--- config.mk ---
export PLATFORM = sky130hd
export DESIGN_NAME = axil_xbar
export DESIGN_NICKNAME = d
export VERILOG_FILES = /design/src/source/axil_pkg.sv /design/src/source/axil_xbar.sv
export VERILOG_INCLUDE_DIRS = /design/src /design/src/source
export SDC_FILE = /design/constraint.sdc
export NUM_CORES = 1
export LEC_CHECK = 0
export BUFFER_PORTS_ARGS = -buffer_cell sky130_fd_sc_hd__buf_2
export CORE_AREA = 2 2 130 132
export DETAILED_ROUTE_END_ITERATION = 7
export DIE_AREA = 0 0 132 134
export PLACE_DENSITY = 0.5
export SLEW_MARGIN = 5
export SYNTH_ARGS = -nofsm -noshare
export SYNTH_HDL_FRONTEND = slang
export SYNTH_SLANG_ARGS = --single-unit
--- constraint.sdc ---
create_clock -name clk -period 1.55 [get_ports clk]
set_clock_uncertainty 0.15 [all_clocks]
set_input_delay 0.155 -clock clk [delete_from_list [all_inputs] [get_ports clk]]
set_output_delay 0.155 -clock clk [all_outputs]
set_load 0.03 [all_outputs]
--- src/source/soc_defines.svh ---
`ifndef SOC_DEFINES_SVH
`define SOC_DEFINES_SVH

// ==============================
// Bus widths
// ==============================
`define SOC_ADDR_W 32 // Byte address width on every AXI-Lite bundle.
`define SOC_DATA_W 32
`define SOC_STRB_W 4 // One strobe bit per data byte.

// ==============================
// Memory map
// ==============================
`define SOC_SRAM_BASE 32'h8000_0000 // First byte of the on-chip SRAM.
`define SOC_SRAM_WORDS 256 // Depth in 32-bit words, so the window is 1 KiB.
`define SOC_UART_ADDR 32'h1000_0000 // UART transmit register, write only.

`endif

--- src/source/axil_pkg.sv ---
`default_nettype none

package axil_pkg;

	// AXI response codes. Only the two that this bus ever returns are named.
	typedef enum logic [1:0] {
		OKAY   = 2'd0, // Normal completion.
		DECERR = 2'd3  // No slave decodes the address.
	} axi_resp_t;

	// Crossbar routing state.
	// The crossbar keeps one transaction in flight, and the route says which
	// slave owns the bus until the response handshake.
	typedef enum logic [1:0] {
		ROUTE_IDLE = 2'd0, // Waiting for a request to decode.
		ROUTE_SRAM = 2'd1, // SRAM owns the bus.
		ROUTE_UART = 2'd2, // UART transmit register owns the write channels.
		ROUTE_ERR  = 2'd3  // Crossbar answers with DECERR itself.
	} xbar_route_t;

endpackage

`default_nettype wire

--- src/source/axil_xbar.sv ---
`timescale 1ns/1ps
`default_nettype none
`include "soc_defines.svh"

module axil_xbar (
	input  logic clk,
	input  logic rst,
	// Master side, from the arbiter.
	input  logic [`SOC_ADDR_W-1:0] bus_araddr, bus_awaddr,
	input  logic bus_arvalid, bus_rready, bus_awvalid, bus_wvalid, bus_bready,
	input  logic [`SOC_DATA_W-1:0] bus_wdata,
	input  logic [`SOC_STRB_W-1:0] bus_wstrb,
	output logic bus_arready, bus_rvalid, bus_awready, bus_wready, bus_bvalid,
	output logic [`SOC_DATA_W-1:0] bus_rdata,
	output axil_pkg::axi_resp_t bus_rresp, bus_bresp,
	// SRAM slave.
	output logic [`SOC_ADDR_W-1:0] sram_araddr, sram_awaddr,
	output logic sram_arvalid, sram_rready, sram_awvalid, sram_wvalid, sram_bready,
	output logic [`SOC_DATA_W-1:0] sram_wdata,
	output logic [`SOC_STRB_W-1:0] sram_wstrb,
	input  logic sram_arready, sram_rvalid, sram_awready, sram_wready, sram_bvalid,
	input  logic [`SOC_DATA_W-1:0] sram_rdata,
	input  axil_pkg::axi_resp_t sram_rresp, sram_bresp,
	// UART slave, write channels only.
	output logic uart_awvalid, uart_wvalid, uart_bready,
	output logic [`SOC_DATA_W-1:0] uart_wdata,
	output logic [`SOC_STRB_W-1:0] uart_wstrb,
	input  logic uart_awready, uart_wready, uart_bvalid,
	input  axil_pkg::axi_resp_t uart_bresp
);

	import axil_pkg::*;

	localparam logic [`SOC_ADDR_W-1:0] SRAM_BYTES = `SOC_SRAM_WORDS * 4;

	xbar_route_t route_q;
	logic rd_q; // The routed transaction is a read.
	logic err_resp_q; // DECERR response is being presented.
	logic ar_sram, aw_sram, aw_uart;
	logic wr_req;
	logic done;

	// Window test by offset, so one unsigned compare covers both bounds.
	assign ar_sram = (bus_araddr - `SOC_SRAM_BASE) < SRAM_BYTES;
	assign aw_sram = (bus_awaddr - `SOC_SRAM_BASE) < SRAM_BYTES;
	assign aw_uart = bus_awaddr == `SOC_UART_ADDR;
	assign wr_req = bus_awvalid & bus_wvalid;
	// The route ends on the response handshake of its own direction.
	assign done = rd_q ? (bus_rvalid & bus_rready) : (bus_bvalid & bus_bready);

	// ==============================
	// Routing FSM
	// ==============================
	always_ff @(posedge clk) begin
		if (!rst) begin
			route_q <= ROUTE_IDLE;
			rd_q <= 1'b0;
			err_resp_q <= 1'b0;
		end else begin
			case (route_q)
				ROUTE_IDLE: begin
					if (bus_arvalid) begin // Reads are decoded first.
						rd_q <= 1'b1;
						route_q <= ar_sram ? ROUTE_SRAM : ROUTE_ERR; // UART reads fail too.
					end else if (wr_req) begin
						rd_q <= 1'b0;
						if (aw_uart) begin
							route_q <= ROUTE_UART;
						end else begin
							route_q <= aw_sram ? ROUTE_SRAM : ROUTE_ERR;
						end
					end
				end
				ROUTE_ERR: begin
					if (done) begin
						route_q <= ROUTE_IDLE;
						err_resp_q <= 1'b0;
					end else begin
						err_resp_q <= 1'b1; // Request was taken in the first routed cycle.
					end
				end
				default: begin
					if (done) begin
						route_q <= ROUTE_IDLE;
					end
				end
			endcase
		end
	end

	// Payloads go to both slaves; only the valid signals select one.
	assign sram_araddr = bus_araddr;
	assign sram_awaddr = bus_awaddr;
	assign sram_wdata = bus_wdata;
	assign sram_wstrb = bus_wstrb;
	assign uart_wdata = bus_wdata;
	assign uart_wstrb = bus_wstrb;

	// ==============================
	// Channel steering
	// ==============================
	always_comb begin
		bus_arready = 1'b0; // Nothing is connected unless a route says so.
		bus_rvalid = 1'b0;
		bus_rdata = '0;
		bus_rresp = OKAY;
		bus_awready = 1'b0;
		bus_wready = 1'b0;
		bus_bvalid = 1'b0;
		bus_bresp = OKAY;
		sram_arvalid = 1'b0;
		sram_rready = 1'b0;
		sram_awvalid = 1'b0;
		sram_wvalid = 1'b0;
		sram_bready = 1'b0;
		uart_awvalid = 1'b0;
		uart_wvalid = 1'b0;
		uart_bready = 1'b0;
		case (route_q)
			ROUTE_SRAM: begin
				if (rd_q) begin
					sram_arvalid = bus_arvalid;
					sram_rready = bus_rready;
					bus_arready = sram_arready;
					bus_rvalid = sram_rvalid;
					bus_rdata = sram_rdata;
					bus_rresp = sram_rresp;
				end else begin
					sram_awvalid = bus_awvalid;
					sram_wvalid = bus_wvalid;
					sram_bready = bus_bready;
					bus_awready = sram_awready;
					bus_wready = sram_wready;
					bus_bvalid = sram_bvalid;
					bus_bresp = sram_bresp;
				end
			end
			ROUTE_UART: begin
				uart_awvalid = bus_awvalid;
				uart_wvalid = bus_wvalid;
				uart_bready = bus_bready;
				bus_awready = uart_awready;
				bus_wready = uart_wready;
				bus_bvalid = uart_bvalid;
				bus_bresp = uart_bresp;
			end
			ROUTE_ERR: begin
				bus_arready = rd_q & !err_resp_q; // Accept, then answer a cycle later.
				bus_awready = !rd_q & !err_resp_q;
				bus_wready = !rd_q & !err_resp_q;
				bus_rvalid = rd_q & err_resp_q;
				bus_rresp = DECERR; // Read data stays zero.
				bus_bvalid = !rd_q & err_resp_q;
				bus_bresp = DECERR;
			end
			default: begin
				// Idle, so the defaults above hold.
			end
		endcase
	end

endmodule

`default_nettype wire

==> impl_metrics.toml <==
[worst_setup_path]
slowest_stage = "dfxtp_4"
rrSetupSlack_ns = 0.07
reg2reg_from = "route_q[1]$_SDFFE_PN0P_"
end_kind = "primary output"
reg2reg_depth = 6
crit_chain = "and3b_2, buf_12, and2_1, buf_6"
path_max_fanout = 34
timing.rr.end = "route_q[1]$_SDFFE_PN0P_"
critPathKind = "register to primary output"
cp.arrival_ns = 1.33
critPathRequiredTime_ns = 1.24
critical_path.max_stage_delay_ns = 0.39
cp-start-kind = "register"

[yosys]
ys_async_sr_fraction_pct = 0
yosys_most_used_dff = "dfxtp_1"
synth_cell_type_count = 33
syn_area_um2 = 1850
yosysWarnings = 0
synth_edf_count = 0
synth_fp_nets = 411
ys_seq_area_share_pct = 4.34
synthCells = 258
syn_area_per_cell_um2 = 7.15
synth_seq_cells = 4

[drt]
drtAntennaViolNets = 0
dr.pass1.iters = 4
avgRoutedWirePerCell_um = 12.0
drt_wl_total_um = 6840
drc = 0
vias_per_cell = 3.31
vias = 1888
drt-initial-drc-count = 17

[place]
dp_slack_ns = -0.291
place_congestion = 0.796
portBuffers = 209
hpwl_um = 5910

[clock_tree]
clk-insertion-delay-late_ns = 0.22
clk_pin_slew_ns = 0.03
cts_root_buf = "clkbuf_16"
cts_tree = "done"
cts_buffers = 3
clkSinkCount = 4
clk_path_buf_depth = 2
ctsHtreeMaxLevel = 1
ctsHoldBuffers = 0

[run_status]
outcome = "finished with violations"
violations = "negative setup slack"

[sta]
tightest_slew_ns = 0.304
max_freq_ghz = 0.611
rsz0062_at_grt = "true"
drv_slew = 0
hold_viol = 0
slew_headroom_pct = 79.6
post-route-period-util_pct = 106
setup_viol = 43
fin_crit_ns = 1.64
setup_ws_ns = -0.0865

[global_route]
grt.total_usage_pct = 7.08
grt.overflow.total = 0
grt_pass1_vias = 1795
antenna_found_initial = 0
grt_start_max_net_pins = 35
grt_pass1_wl_um = 9520

[worst_hold_path]
hold_path.startpoint = "rst"
hp-class = "input port to register"
holdPathStages = 2
whs_endpoint = "rd_q$_SDFFE_PN0P_"

[final_layout]
layout_commonest_cell = "buf_2"
layout_common_cells = "160 x buf_2, 51 x buf_6, 31 x and2_1"
syn_to_final_growth_pct = 55.4
fill_cells = 1821
drive_gt1_share_pct = 77.8
nNetsFinal = 506
antenna_cells = 0

[floorplanning]
rows = 47
core_um2 = 16300
dieWidth_um = 132
io_pins = 338
die-area_um2 = 17700
initial_core_util_pct = 11.3
fp.dieH_um = 134

[power]
ir_drop_mv = 0.252
p_leak_nw = 1.44
total_power_mw = 2.08
cellPowerDensity_nw_per_um2 = 724

[run]
drv_cap = 0
## metal layers
layer / vias up / GRT usage [%] / share of wire, %
met2: 164 / 14.4 / 54
met1: 804 / 6.29 / 32
li1: 894 / - / -
met3: 26 / 2.15 / 10
met5: - / 0 / 0
met4: 0 / 3.38 / 3.6
## registers in the layout (all words and copies together), names as in the netlist
register,flops
rd_q,1
err_resp_q,1
route_q,2
## area by class of cell
class	count	area, um^2	share of cell area, %
Clock buffer	3	75.1	2.62
Inverter	5	35.0	1.22
Multi-Input combinational cell	105	816	28.4
Sequential cell	4	91.3	3.18
Tap cell	220	275	9.60
Timing Repair Buffer	234	1580	54.9
## report_power, final
part	leakage [nW]	internal, mW	switching [mW]
Clock	0.0370	0.329	0.0665
Combinational	1.37	0.710	0.794
Sequential	0.0349	0.135	0.0429
Total	1.44	1.17	0.903
## per-stage QoR
step                utilization [%]  setup TNS, ns  area [um^2]  cells  hold slack, ns
finish                         17.6          -2.61         2870    571          0.0953
global route                   17.6          -4.71         2870    571           0.108
CTS                            17.1          -5.85         2790    572          0.0819
detailed placement             14.2          -1.12         2310    565           0.160
global placement               14.2         -0.490         2310    565           0.160
floorplan                         -              0         1850    258           0.133
## cell families (layout without fill, tap and decap cells)
family	count (synthesis)	in the layout	synth area share, %
muxes	3	3	1.63
and+or+nand+nor	83	83	27.5
DFF	4	4	4.34
AOI/OAI and AO/OA	19	19	7.46
buffers and inverters	149	242	59.1
## synth_stat cells, drive strengths merged, types with 2 or more instances
master	instances	area, um^2
dfxtp	4	80.1
a22o	4	35.0
and2	40	250
a21oi	5	25.0
nor2	9	33.8
buf	140	1040
nor3	2	10.0
o22ai	3	18.8
nand3	3	15.0
nor2b	5	31.3
nand2	5	18.8
clkbuf	4	15.0
mux2i	3	30.0
nor4	8	56.3
inv	5	35.0
or4	5	37.5
## worst max-delay path: cells and delay by family, from the launching register on
family,cells,cell delay (ns)
flops,1,0.39
buf+inv,2,0.30
simple gates,2,0.41
## worst max-delay path by stage
stage | cells after the start | to | slack (ns) | startpoint
CTS | 5 | bus_rdata[18] | -0.16 | route_q[1]$_SDFFE_PN0P_
finish | 4 | bus_rdata[21] | -0.09 | route_q[1]$_SDFFE_PN0P_
floorplan | 4 | bus_rdata[10] | 0.002 | route_q[1]$_SDFFE_PN0P_
global route | 4 | sram_arvalid | -0.13 | route_q[1]$_SDFFE_PN0P_
detailed placement | 5 | route_q[1]$_SDFFE_PN0P_ | -0.29 | bus_araddr[20]
global placement | 5 | route_q[1]$_SDFFE_PN0P_ | -0.29 | bus_araddr[20]
## repair_timing
item	4_1_cts	5_1_grt
pin swaps	15	8
buffers inserted	4	1
resized for setup	120	22
endpoints found under the setup margin	51	51
Power figures use the tool's default switching activity.
