--- config.mk ---
export PLATFORM = sky130hd
export DESIGN_NAME = uart_tx_slave
export DESIGN_NICKNAME = d
export VERILOG_FILES = /design/src/source/axil_pkg.sv /design/src/source/uart_tx_slave.sv
export VERILOG_INCLUDE_DIRS = /design/src /design/src/source
export SDC_FILE = /design/constraint.sdc
export NUM_CORES = 1
export LEC_CHECK = 0
export BUFFER_PORTS_ARGS = -buffer_cell sky130_fd_sc_hd__buf_2
export CORE_MARGIN = 3
export CORE_UTILIZATION = 26
export DETAILED_ROUTE_END_ITERATION = 10
export PLACE_DENSITY = 0.75
export SYNTH_ARGS = -nofsm -noshare
export SYNTH_HDL_FRONTEND = slang
export SYNTH_SLANG_ARGS = --single-unit
--- constraint.sdc ---
create_clock -name clk -period 1.2 [get_ports clk]
set_input_delay 0.12 -clock clk [delete_from_list [all_inputs] [get_ports clk]]
set_output_delay 0.12 -clock clk [all_outputs]
set_load 0.1 [all_outputs]
--- src/source/soc_defines.svh ---
`ifndef SOC_DEFINES_SVH
`define SOC_DEFINES_SVH

// ==============================
// Bus widths
// ==============================
`define SOC_ADDR_W 32 // Byte address width on every AXI-Lite bundle.
`define SOC_DATA_W 32
`define SOC_STRB_W 4 // One strobe bit per data byte.

// ==============================
// Memory map
// ==============================
`define SOC_SRAM_BASE 32'h8000_0000 // First byte of the on-chip SRAM.
`define SOC_SRAM_WORDS 256 // Depth in 32-bit words, so the window is 1 KiB.
`define SOC_UART_ADDR 32'h1000_0000 // UART transmit register, write only.

`endif

--- src/source/axil_pkg.sv ---
`default_nettype none

package axil_pkg;

	// AXI response codes. Only the two that this bus ever returns are named.
	typedef enum logic [1:0] {
		OKAY   = 2'd0, // Normal completion.
		DECERR = 2'd3  // No slave decodes the address.
	} axi_resp_t;

	// Crossbar routing state.
	// The crossbar keeps one transaction in flight, and the route says which
	// slave owns the bus until the response handshake.
	typedef enum logic [1:0] {
		ROUTE_IDLE = 2'd0, // Waiting for a request to decode.
		ROUTE_SRAM = 2'd1, // SRAM owns the bus.
		ROUTE_UART = 2'd2, // UART transmit register owns the write channels.
		ROUTE_ERR  = 2'd3  // Crossbar answers with DECERR itself.
	} xbar_route_t;

endpackage

`default_nettype wire

--- src/source/uart_tx_slave.sv ---
`timescale 1ns/1ps
`default_nettype none
`include "soc_defines.svh"

module uart_tx_slave (
	input  logic clk,
	input  logic rst,
	// Write channels; the crossbar has already matched the address.
	input  logic awvalid,
	output logic awready,
	input  logic [`SOC_DATA_W-1:0] wdata,
	input  logic [`SOC_STRB_W-1:0] wstrb,
	input  logic wvalid,
	output logic wready,
	output axil_pkg::axi_resp_t bresp,
	output logic bvalid,
	input  logic bready,
	// Transmit byte, valid for a single cycle.
	output logic [7:0] tx_data,
	output logic tx_valid
);

	import axil_pkg::*;

	logic wr_fire;

	assign awready = !bvalid; // Ready again once the response is gone.
	assign wready = !bvalid;
	assign wr_fire = awvalid & awready & wvalid & wready;
	assign bresp = OKAY; // Even a write that sends nothing completes normally.

	// Only the low byte lane carries a character.
	always_ff @(posedge clk) begin
		if (wr_fire && wstrb[0]) begin
			tx_data <= wdata[7:0];
		end
	end

	always_ff @(posedge clk) begin
		if (!rst) begin
			tx_valid <= 1'b0;
			bvalid <= 1'b0;
		end else begin
			tx_valid <= wr_fire & wstrb[0]; // Pulse, in step with bvalid rising.
			if (wr_fire) begin
				bvalid <= 1'b1;
			end else if (bready) begin
				bvalid <= 1'b0;
			end
		end
	end

endmodule

`default_nettype wire

==> flow_summary.yaml, run 1 <==
pwr:
  vdd.ir_drop.worst_v: 0.000729
  powerDensity_nw_per_um2: 1490
  leakage_nw: 0.255
  p_total_mw: 0.819
synth:
  syn_inst: 19
  synth_area_per_cell_sq_um: 18.2
  synth_cell_types: 9
  yosys_warnings: 0
  synth_seq_area_share: 0.812
  syn_area_sq_um: 345
  ys_ff_latch: 10
worst_hold_path:
  hold_path_class: "in2reg"
  hold_start: "wdata[6]"
  whs_endpoint: "tx_data[6]"
  hold_depth: 1
placement:
  gp_congestion: 0.660
  port_buffers: 25
global_routing:
  grt_max_degree: 10
  grt_pass1_vias: 297
  grt_antenna_before_repair: 0
  grt_overflow_total: 0
  grt_usage: 0.0982
  grt_pass1_wl_microns: 1210
clock_network:
  clockBufferDepth: 2
  cts.sinks: 10
  clk_pin_slew_ns: 0.06
  cts_tree: "built"
  cts_buffers: 3
  postCtsSetupBuffers: 0
  cts_max_level: 1
  cts_resized: 0
  clockRootBuffer: "clkbuf_4"
  clk_latency_ns: 0.26
  postCtsHoldBufs: 0
setup_path:
  worst-setup-path-type: "reg2out"
  reg2reg_from: "bvalid"
  arrival_ns: 1.01
  ff2ff_setup_slack_ns: 0.12
  end_kind: "output pin"
  reg2reg_to: "tx_data[5]"
  slowest_stage: "buf_2"
  required_ns: 1.08
  crit_path_start_kind: "flip-flop"
  critPathBufInv: 1
  critPathMaxStageDelay_ns: 0.42
  crit_chain: "buf_2"
  path_max_fanout: 1
  reg2reg_depth: 1
  crit_family: "buffers and inverters"
floorplan:
  dieArea_sq_um: 1800
  core_area_sq_um: 1170
  initial_core_util: 0.295
  die_w_microns: 42.4
  num_rows: 12
  die_h_microns: 42.4
  io-pin-count: 55
timing:
  setup_violations: 0
  fmax_mhz: 882
  hold_viol: 0
  fin_setup_tns_ns: 0
  rsz0062_at_grt: "no"
  post-route-min-period_ns: 1.13
  clock_skew_ns: 0.00218
  finalCritPeriodShare: 0.945
  drv_slew: 0
cells_and_area:
  fill_cells: 110
  final_common_cell: "buf_2"
  drive_above_1_share: 0.674
  n_antenna_cell: 0
  final_cell_mix: "buf_2, edfxtp_1, clkbuf_4, buf_12, conb_1"
  syn2layout_area_growth_pct: 59.1
  num-nets-final: 88
route:
  drt_iter0_markers: 3
  vias_per_cell: 4.40
  drt_drc_violations_left: 0
  dr.pass1.iters: 2
  via_count: 264
  drtAntennaViolNets: 0
  wirelength_microns: 739
  wl_per_cell_microns: 12.3
status:
  status: "finished, final reports clean"
job:
  drv_cap: 0
## how the worst max path moves through the flow
stage | startpoint | to | slack [ns] | cells after the start
2_1_floorplan | bvalid | wready | -0.34 | 2
3_3_place_gp | bvalid | tx_data[0] | 0.13 | 1
3_5_place_dp | bvalid | tx_data[6] | 0.11 | 1
4_1_cts | tx_data[0] | tx_data[0] | 0.04 | 1
5_1_grt | tx_data[4] | tx_data[4] | 0.02 | 1
6_report | tx_data[0] | tx_data[0] | 0.07 | 1
## kinds of logic (layout without fill, tap and decap cells)
family	after synthesis	count (layout)	share of synthesized area
AND/OR/NAND/NOR	3	3	0.0725
flip-flops	10	10	0.812
other	1	2	0.0109
buffers and inverters	4	30	0.0761
AO/OA/AOI/OAI	1	1	0.0290
## stage by stage
step | setup slack, ns | std cells | utilization | hold slack, ns | area, sq um
after detailed placement | 0.110 | 56 | 0.447 | 0.300 | 523
after CTS | 0.0431 | 60 | 0.469 | 0.0189 | 549
final | 0.0665 | 60 | 0.469 | 0.0301 | 549
after floorplan | -0.343 | 20 | - | 0.219 | 362
after global placement | 0.128 | 56 | 0.447 | 0.298 | 523
after global routing | 0.0243 | 60 | 0.469 | 0.00530 | 549
## sequential cells by signal, indices dropped and copies added, names as in the netlist
name	cells
tx_data	8
bvalid	1
tx_valid	1
## synth_stat cells (all sizes together)
| cell type | count | area (sq um) |
|---|---|---|
| a41o | 1 | 10.0 |
| inv | 1 | 3.75 |
| conb | 1 | 3.75 |
| and4b | 1 | 10.0 |
| edfxtp | 8 | 240 |
| and2 | 1 | 6.26 |
| and3b | 1 | 8.76 |
| dfxtp | 2 | 40.0 |
| buf | 3 | 22.5 |
## power breakdown
group	total (mW)	leakage [nW]	internal, mW	switching, mW
Sequential	0.391	0.0903	0.386	0.00565
Combinational	0.196	0.149	0.0468	0.149
Clock	0.232	0.0154	0.120	0.112
Total	0.819	0.255	0.552	0.267
## routing by layer
metal	wire length [microns]	GRT usage
met2	429	0.167
met4	0	0.0373
met3	100	0.0944
met5	0	0
met1	210	0.0743
## layout make-up
class / instances / area, sq um / share of cell area
flip-flops and latches: 10 / 284 / 0.517
repair buffers: 25 / 170 / 0.310
multi-input cells: 6 / 43.8 / 0.0797
clock buffers: 3 / 22.5 / 0.0410
clock inverters: 1 / 3.75 / 0.00683
inverters: 1 / 7.51 / 0.0137
well taps: 14 / 17.5 / 0.0319
Note: power is estimated with default switching activity, not from simulation.
==> run 2: changes to the inputs <==
CELL_PAD_IN_SITES_DETAIL_PLACEMENT = 1   (was unset)
CELL_PAD_IN_SITES_GLOBAL_PLACEMENT = 2   (was unset)
CORE_UTILIZATION = 11   (was 26)
CTS_CLUSTER_SIZE = 20   (was unset)
PLACE_DENSITY = unset   (was 0.75)
PLACE_DENSITY_LB_ADDON = 0.1   (was unset)
clock period = 1 ns   (was 1.2 ns; I/O delays follow)
==> run 2 against run 1 <==
Against the previous run: the flow now finishes with violations (negative setup slack); critical path type unchanged; final area up 38%; non-clock buffer count up 4; largest cell class is now buffers; critical path depth up 2.
==> flow_summary.yaml, run 2 (synthesis results as in run 1) <==
cells_and_area:
  max_flop_register: "tx_data"
  final_cell_mix: "buf_2, buf_12, edfxtp_1"
  syn2layout_area_growth_pct: 120
  final_cells: 92
  n_antenna_cell: 0
  largest_reg_flops: 8
  final_common_cell: "buf_2"
  num-nets-final: 92
  drive_above_1_share: 0.700
  final_util: 0.264
  reg_top3: "tx_data (8), bvalid (1), tx_valid (1)"
pwr:
  p_seq_frac: 0.454
  p_sw_mw: 0.325
  swShare: 0.312
  share_comb_of_total_power: 0.276
  leakage_nw: 0.320
  power.internal_mw: 0.716
  vdd.ir_drop.worst_v: 0.000519
  powerDensity_nw_per_um2: 1370
  clkPwrFrac: 0.270
setup_path:
  crit_path_start_kind: "flip-flop"
  required_ns: 0.90
  path_max_fanout: 3
  critPathMaxStageDelay_ns: 0.35
  slowest_stage: "dfxtp_4"
  crit_chain: "buf_6 -> clkinvlp_4 -> buf_12"
  worst-setup-path-type: "reg2out"
  arrival_ns: 1.03
  end_kind: "output pin"
timing:
  drv_slew: 0
  setup_violations: 12
  hold_viol: 0
  fin_hold_ws_ns: 0.0178
  fin_setup_tns_ns: -0.794
  fmax_mhz: 887
  post-route-min-period_ns: 1.13
  rsz0062_at_grt: "yes"
  worst_slack_ns: -0.127
  finalCritPeriodShare: 1.13
  clock_skew_ns: 0.00489
global_routing:
  grt_pass1_vias: 309
  grt_max_degree: 10
  grt_overflow_total: 0
  grt_usage: 0.0501
  grt_pass1_wl_microns: 1320
  grt_antenna_before_repair: 0
clock_network:
  clk_latency_ns: 0.26
  cts_tree: "built"
  cts_max_level: 1
  clockBufferDepth: 2
  cts_buffers: 3
  clockRootBuffer: "clkbuf_4"
  clk_pin_slew_ns: 0.07
  cts.sinks: 10
route:
  drt_drc_violations_left: 0
  wl_per_cell_microns: 9.86
  dr.pass1.iters: 2
  wirelength_microns: 907
  drtAntennaViolNets: 0
  vias_per_cell: 2.90
  via_count: 267
  drt_iter0_markers: 4
job:
  drv_cap: 0
worst_hold_path:
  hold_path_class: "in2reg"
floorplan:
  io-pin-count: 55
  num_rows: 19
  core_area_sq_um: 2880
  dieArea_sq_um: 3850
  initial_core_util: 0.120
  die_w_microns: 62.0
  die_h_microns: 62.0
status:
  status: "finished with violations"
  violations: "negative setup slack"
placement:
  gp_congestion: 0.628
  port_buffers: 25
  pre_cts_slack_ns: -0.0807
  dp.cells: 85
## run 2: changes by cell type in the layout (fill, tap and decap cells not counted), sizes merged
cell / before / now
buf: 25 / 28
dlygate4sd3: 0 / 1
clkinv: 1 / 0
clkbuf: 3 / 4
## run 2: power by group through the flow
stage	Sequential [mW]	Clock, mW	Combinational, mW
detailed placement	0.481	0	0.277
CTS	0.472	0.304	0.288
finish	0.473	0.281	0.287
global route	0.474	0.319	0.297
global placement	0.481	0	0.272
floorplan	0.566	0	0.0907
## run 2: worst max-delay path: cells and delay by family (launching register included)
kind	cells	cell delay [ns]
buffers and inverters	3	0.42
flip-flops	1	0.35
## run 2: path summary, 6_finish.rpt
kind	slack (ns)	startpoint	to	cells after the start
max	-0.13	bvalid	wready	3
min	0.02	wdata[7]	tx_data[7]	1
max reg2reg	-0.06	bvalid	tx_data[6]	1
min reg2reg	0.73	bvalid	bvalid	3
## run 2: final cells by class
| type | count | area (sq um) |
|---|---|---|
| inverters | 1 | 7.51 |
| multi-input cells | 6 | 46.3 |
| flip-flops and latches | 10 | 285 |
| fillers | 311 | 2120 |
| well taps | 42 | 52.6 |
| clock buffers | 4 | 26.3 |
| repair buffers | 29 | 342 |
## run 2: per-stage QoR
| stage | total power [mW] | instance area (sq um) |
|---|---|---|
| after floorplan | 0.657 | 363 |
| after global placement | 0.753 | 702 |
| after detailed placement | 0.759 | 702 |
| after CTS | 1.06 | 749 |
| after global routing | 1.09 | 759 |
| final | 1.04 | 759 |
## run 2: what timing repair did
action,4_1_cts,5_1_grt
setup endpoints to repair,11,15
hold endpoints to repair,0,1
hold buffers,0,1
pin swaps,0,0
resized for setup,2,0
buffers inserted,2,0
## run 2: layer usage
metal | vias to the layer above | track usage | share of wire
met1 | 119 | 0.0540 | 0.38
li1 | 126 | - | -
met2 | 22 | 0.0799 | 0.48
met3 | 0 | 0.0310 | 0.14
met5 | - | 0 | 0
met4 | 0 | 0.0182 | 0
==> run 3: changes to the inputs <==
GPL_TIMING_DRIVEN = 0   (was unset)
==> run 3 against run 2 <==
Against the previous run: die area unchanged; the run still ends with negative setup slack left; cell count up 6.5%; sequential share of layout area up 3.2 points; register-to-register slack worse by 0.03 ns; via count up 7.1%; highest routed layer unchanged; global-route usage down 0.12 points; largest power group unchanged; count of clock-buffer cells in the layout down 1; utilization down 2.1 points; clock power down 2%.
==> flow_summary.yaml, run 3 (synthesis results as in run 1) <==
cells_and_area:
  largest_reg_flops: 8
  syn2layout_area_growth_pct: 103
  drive_above_1_share: 0.643
  max_flop_register: "tx_data"
  final_common_cell: "buf_2"
  reg_top3: "tx_data (8), bvalid (1), tx_valid (1)"
  fill_cells: 327
  final_util: 0.243
  n_antenna_cell: 0
  fin_area_sq_um: 699
  final_cell_mix: "buf_2, buf_4, edfxtp_1"
  num-nets-final: 98
timing:
  fin_setup_tns_ns: -0.924
  clock_skew_ns: 0.00154
  setup_violations: 11
  worst_slack_ns: -0.102
  drv_slew: 0
  hold_viol: 0
  fmax_mhz: 907
  rsz0062_at_grt: "yes"
  post-route-min-period_ns: 1.10
  finalCritPeriodShare: 1.10
global_routing:
  grt_max_degree: 10
  grt_overflow_total: 0
  grt_usage: 0.0488
  grt_pass1_wl_microns: 1290
  grt_pass1_vias: 299
  use_met2: 0.0932
  grt_antenna_before_repair: 0
  grtUsageMet3: 0.0413
  met1_usage: 0.0365
  grt_busiest_layer: "met2"
placement:
  dp_hpwl_microns: 766
  port_buffers: 25
  gp_congestion: 0.607
  dpl_cell_area_sq_um: 541
  pre_cts_slack_ns: -0.109
floorplan:
  die_h_microns: 62.0
  dieArea_sq_um: 3850
  num_rows: 19
  initial_core_util: 0.120
  die_w_microns: 62.0
  io-pin-count: 55
  core_area_sq_um: 2880
setup_path:
  end_kind: "output pin"
  crit_path_start_kind: "flip-flop"
  crit_chain: "clkinvlp_4 -> buf_6 -> buf_12"
  arrival_ns: 1.00
  required_ns: 0.90
  critPathBufInv: 3
  slowest_stage: "dfxtp_4"
  path_max_fanout: 4
  critPathMaxStageDelay_ns: 0.37
  crit_family: "flip-flops"
  worst-setup-path-type: "reg2out"
clock_network:
  clk_latency_ns: 0.26
  cts_buffers: 3
  clockRootBuffer: "clkbuf_4"
  cts.sinks: 10
  cts_max_level: 1
  clk_pin_slew_ns: 0.06
  clockBufferDepth: 2
  cts_tree: "built"
job:
  drv_cap: 0
status:
  violations: "negative setup slack"
  status: "finished with violations"
route:
  via_count: 286
  drt_iter0_markers: 0
  wl_per_cell_microns: 9.30
  wirelength_microns: 911
  dr.pass1.iters: 1
  drt_drc_violations_left: 0
  vias_per_cell: 2.92
  drtAntennaViolNets: 0
worst_hold_path:
  hold_path_class: "in2reg"
pwr:
  powerDensity_nw_per_um2: 1450
  vdd.ir_drop.worst_v: 0.000375
  p_total_mw: 1.01
  leakage_nw: 0.307
## run 3: cell count changes in the layout (fill, tap and decap cells not counted)
cell / delta
buf_12: -11
buf_4: +6
buf_6: +6
dlygate4sd3_1: +5
and4b_2: +1
and4b_4: -1
clkbuf_1: -1
clkinv_1: +1
## run 3: per-stage QoR
stage	cells	hold WS [ns]
2_1_floorplan	20	0.199
3_3_place_gp	87	0.279
3_5_place_dp	87	0.278
4_1_cts	93	0.00329
5_1_grt	98	0.000328
6_report	98	0.0178
## run 3: final cells by class
class	instances	area [sq um]	area share
sequential	10	285	0.408
timing repair buffer	32	258	0.369
inverter	1	7.51	0.0107
clock inverter	1	3.75	0.00537
clock buffer	3	22.5	0.0322
tap	42	52.6	0.0751
buffer	3	26.3	0.0376
multi-input combinational	6	43.8	0.0626
## run 3: worst paths after layout
kind | start | to | slack [ns] | depth (start not counted)
worst min register to register | bvalid | bvalid | 0.66 | 2
worst max-delay path | bvalid | wready | -0.10 | 3
worst min-delay path | wdata[2] | tx_data[2] | 0.02 | 1
worst max register to register | bvalid | tx_data[0] | -0.09 | 1
## run 3: where the power goes
part	total, mW	internal (mW)	switching [mW]
Clock	0.275	0.144	0.131
Combinational	0.266	0.0814	0.185
Sequential	0.470	0.463	0.00698
## run 3: repair_timing
action                                 4_1_cts  5_1_grt
buffers inserted                             1        0
resized for setup                           16        5
hold buffers                                 1        5
endpoints found under the hold margin        1        5
setup endpoints to repair                   21       17
gates cloned                                 0        0
## run 3: per-layer routing
metal  up-vias  wire (microns)  part of all wire
li1        137               -                 -
met1       125             327              0.36
met2        24             473              0.52
met3         0             110              0.12
met4         0               0                 0
met5         -               0                 0
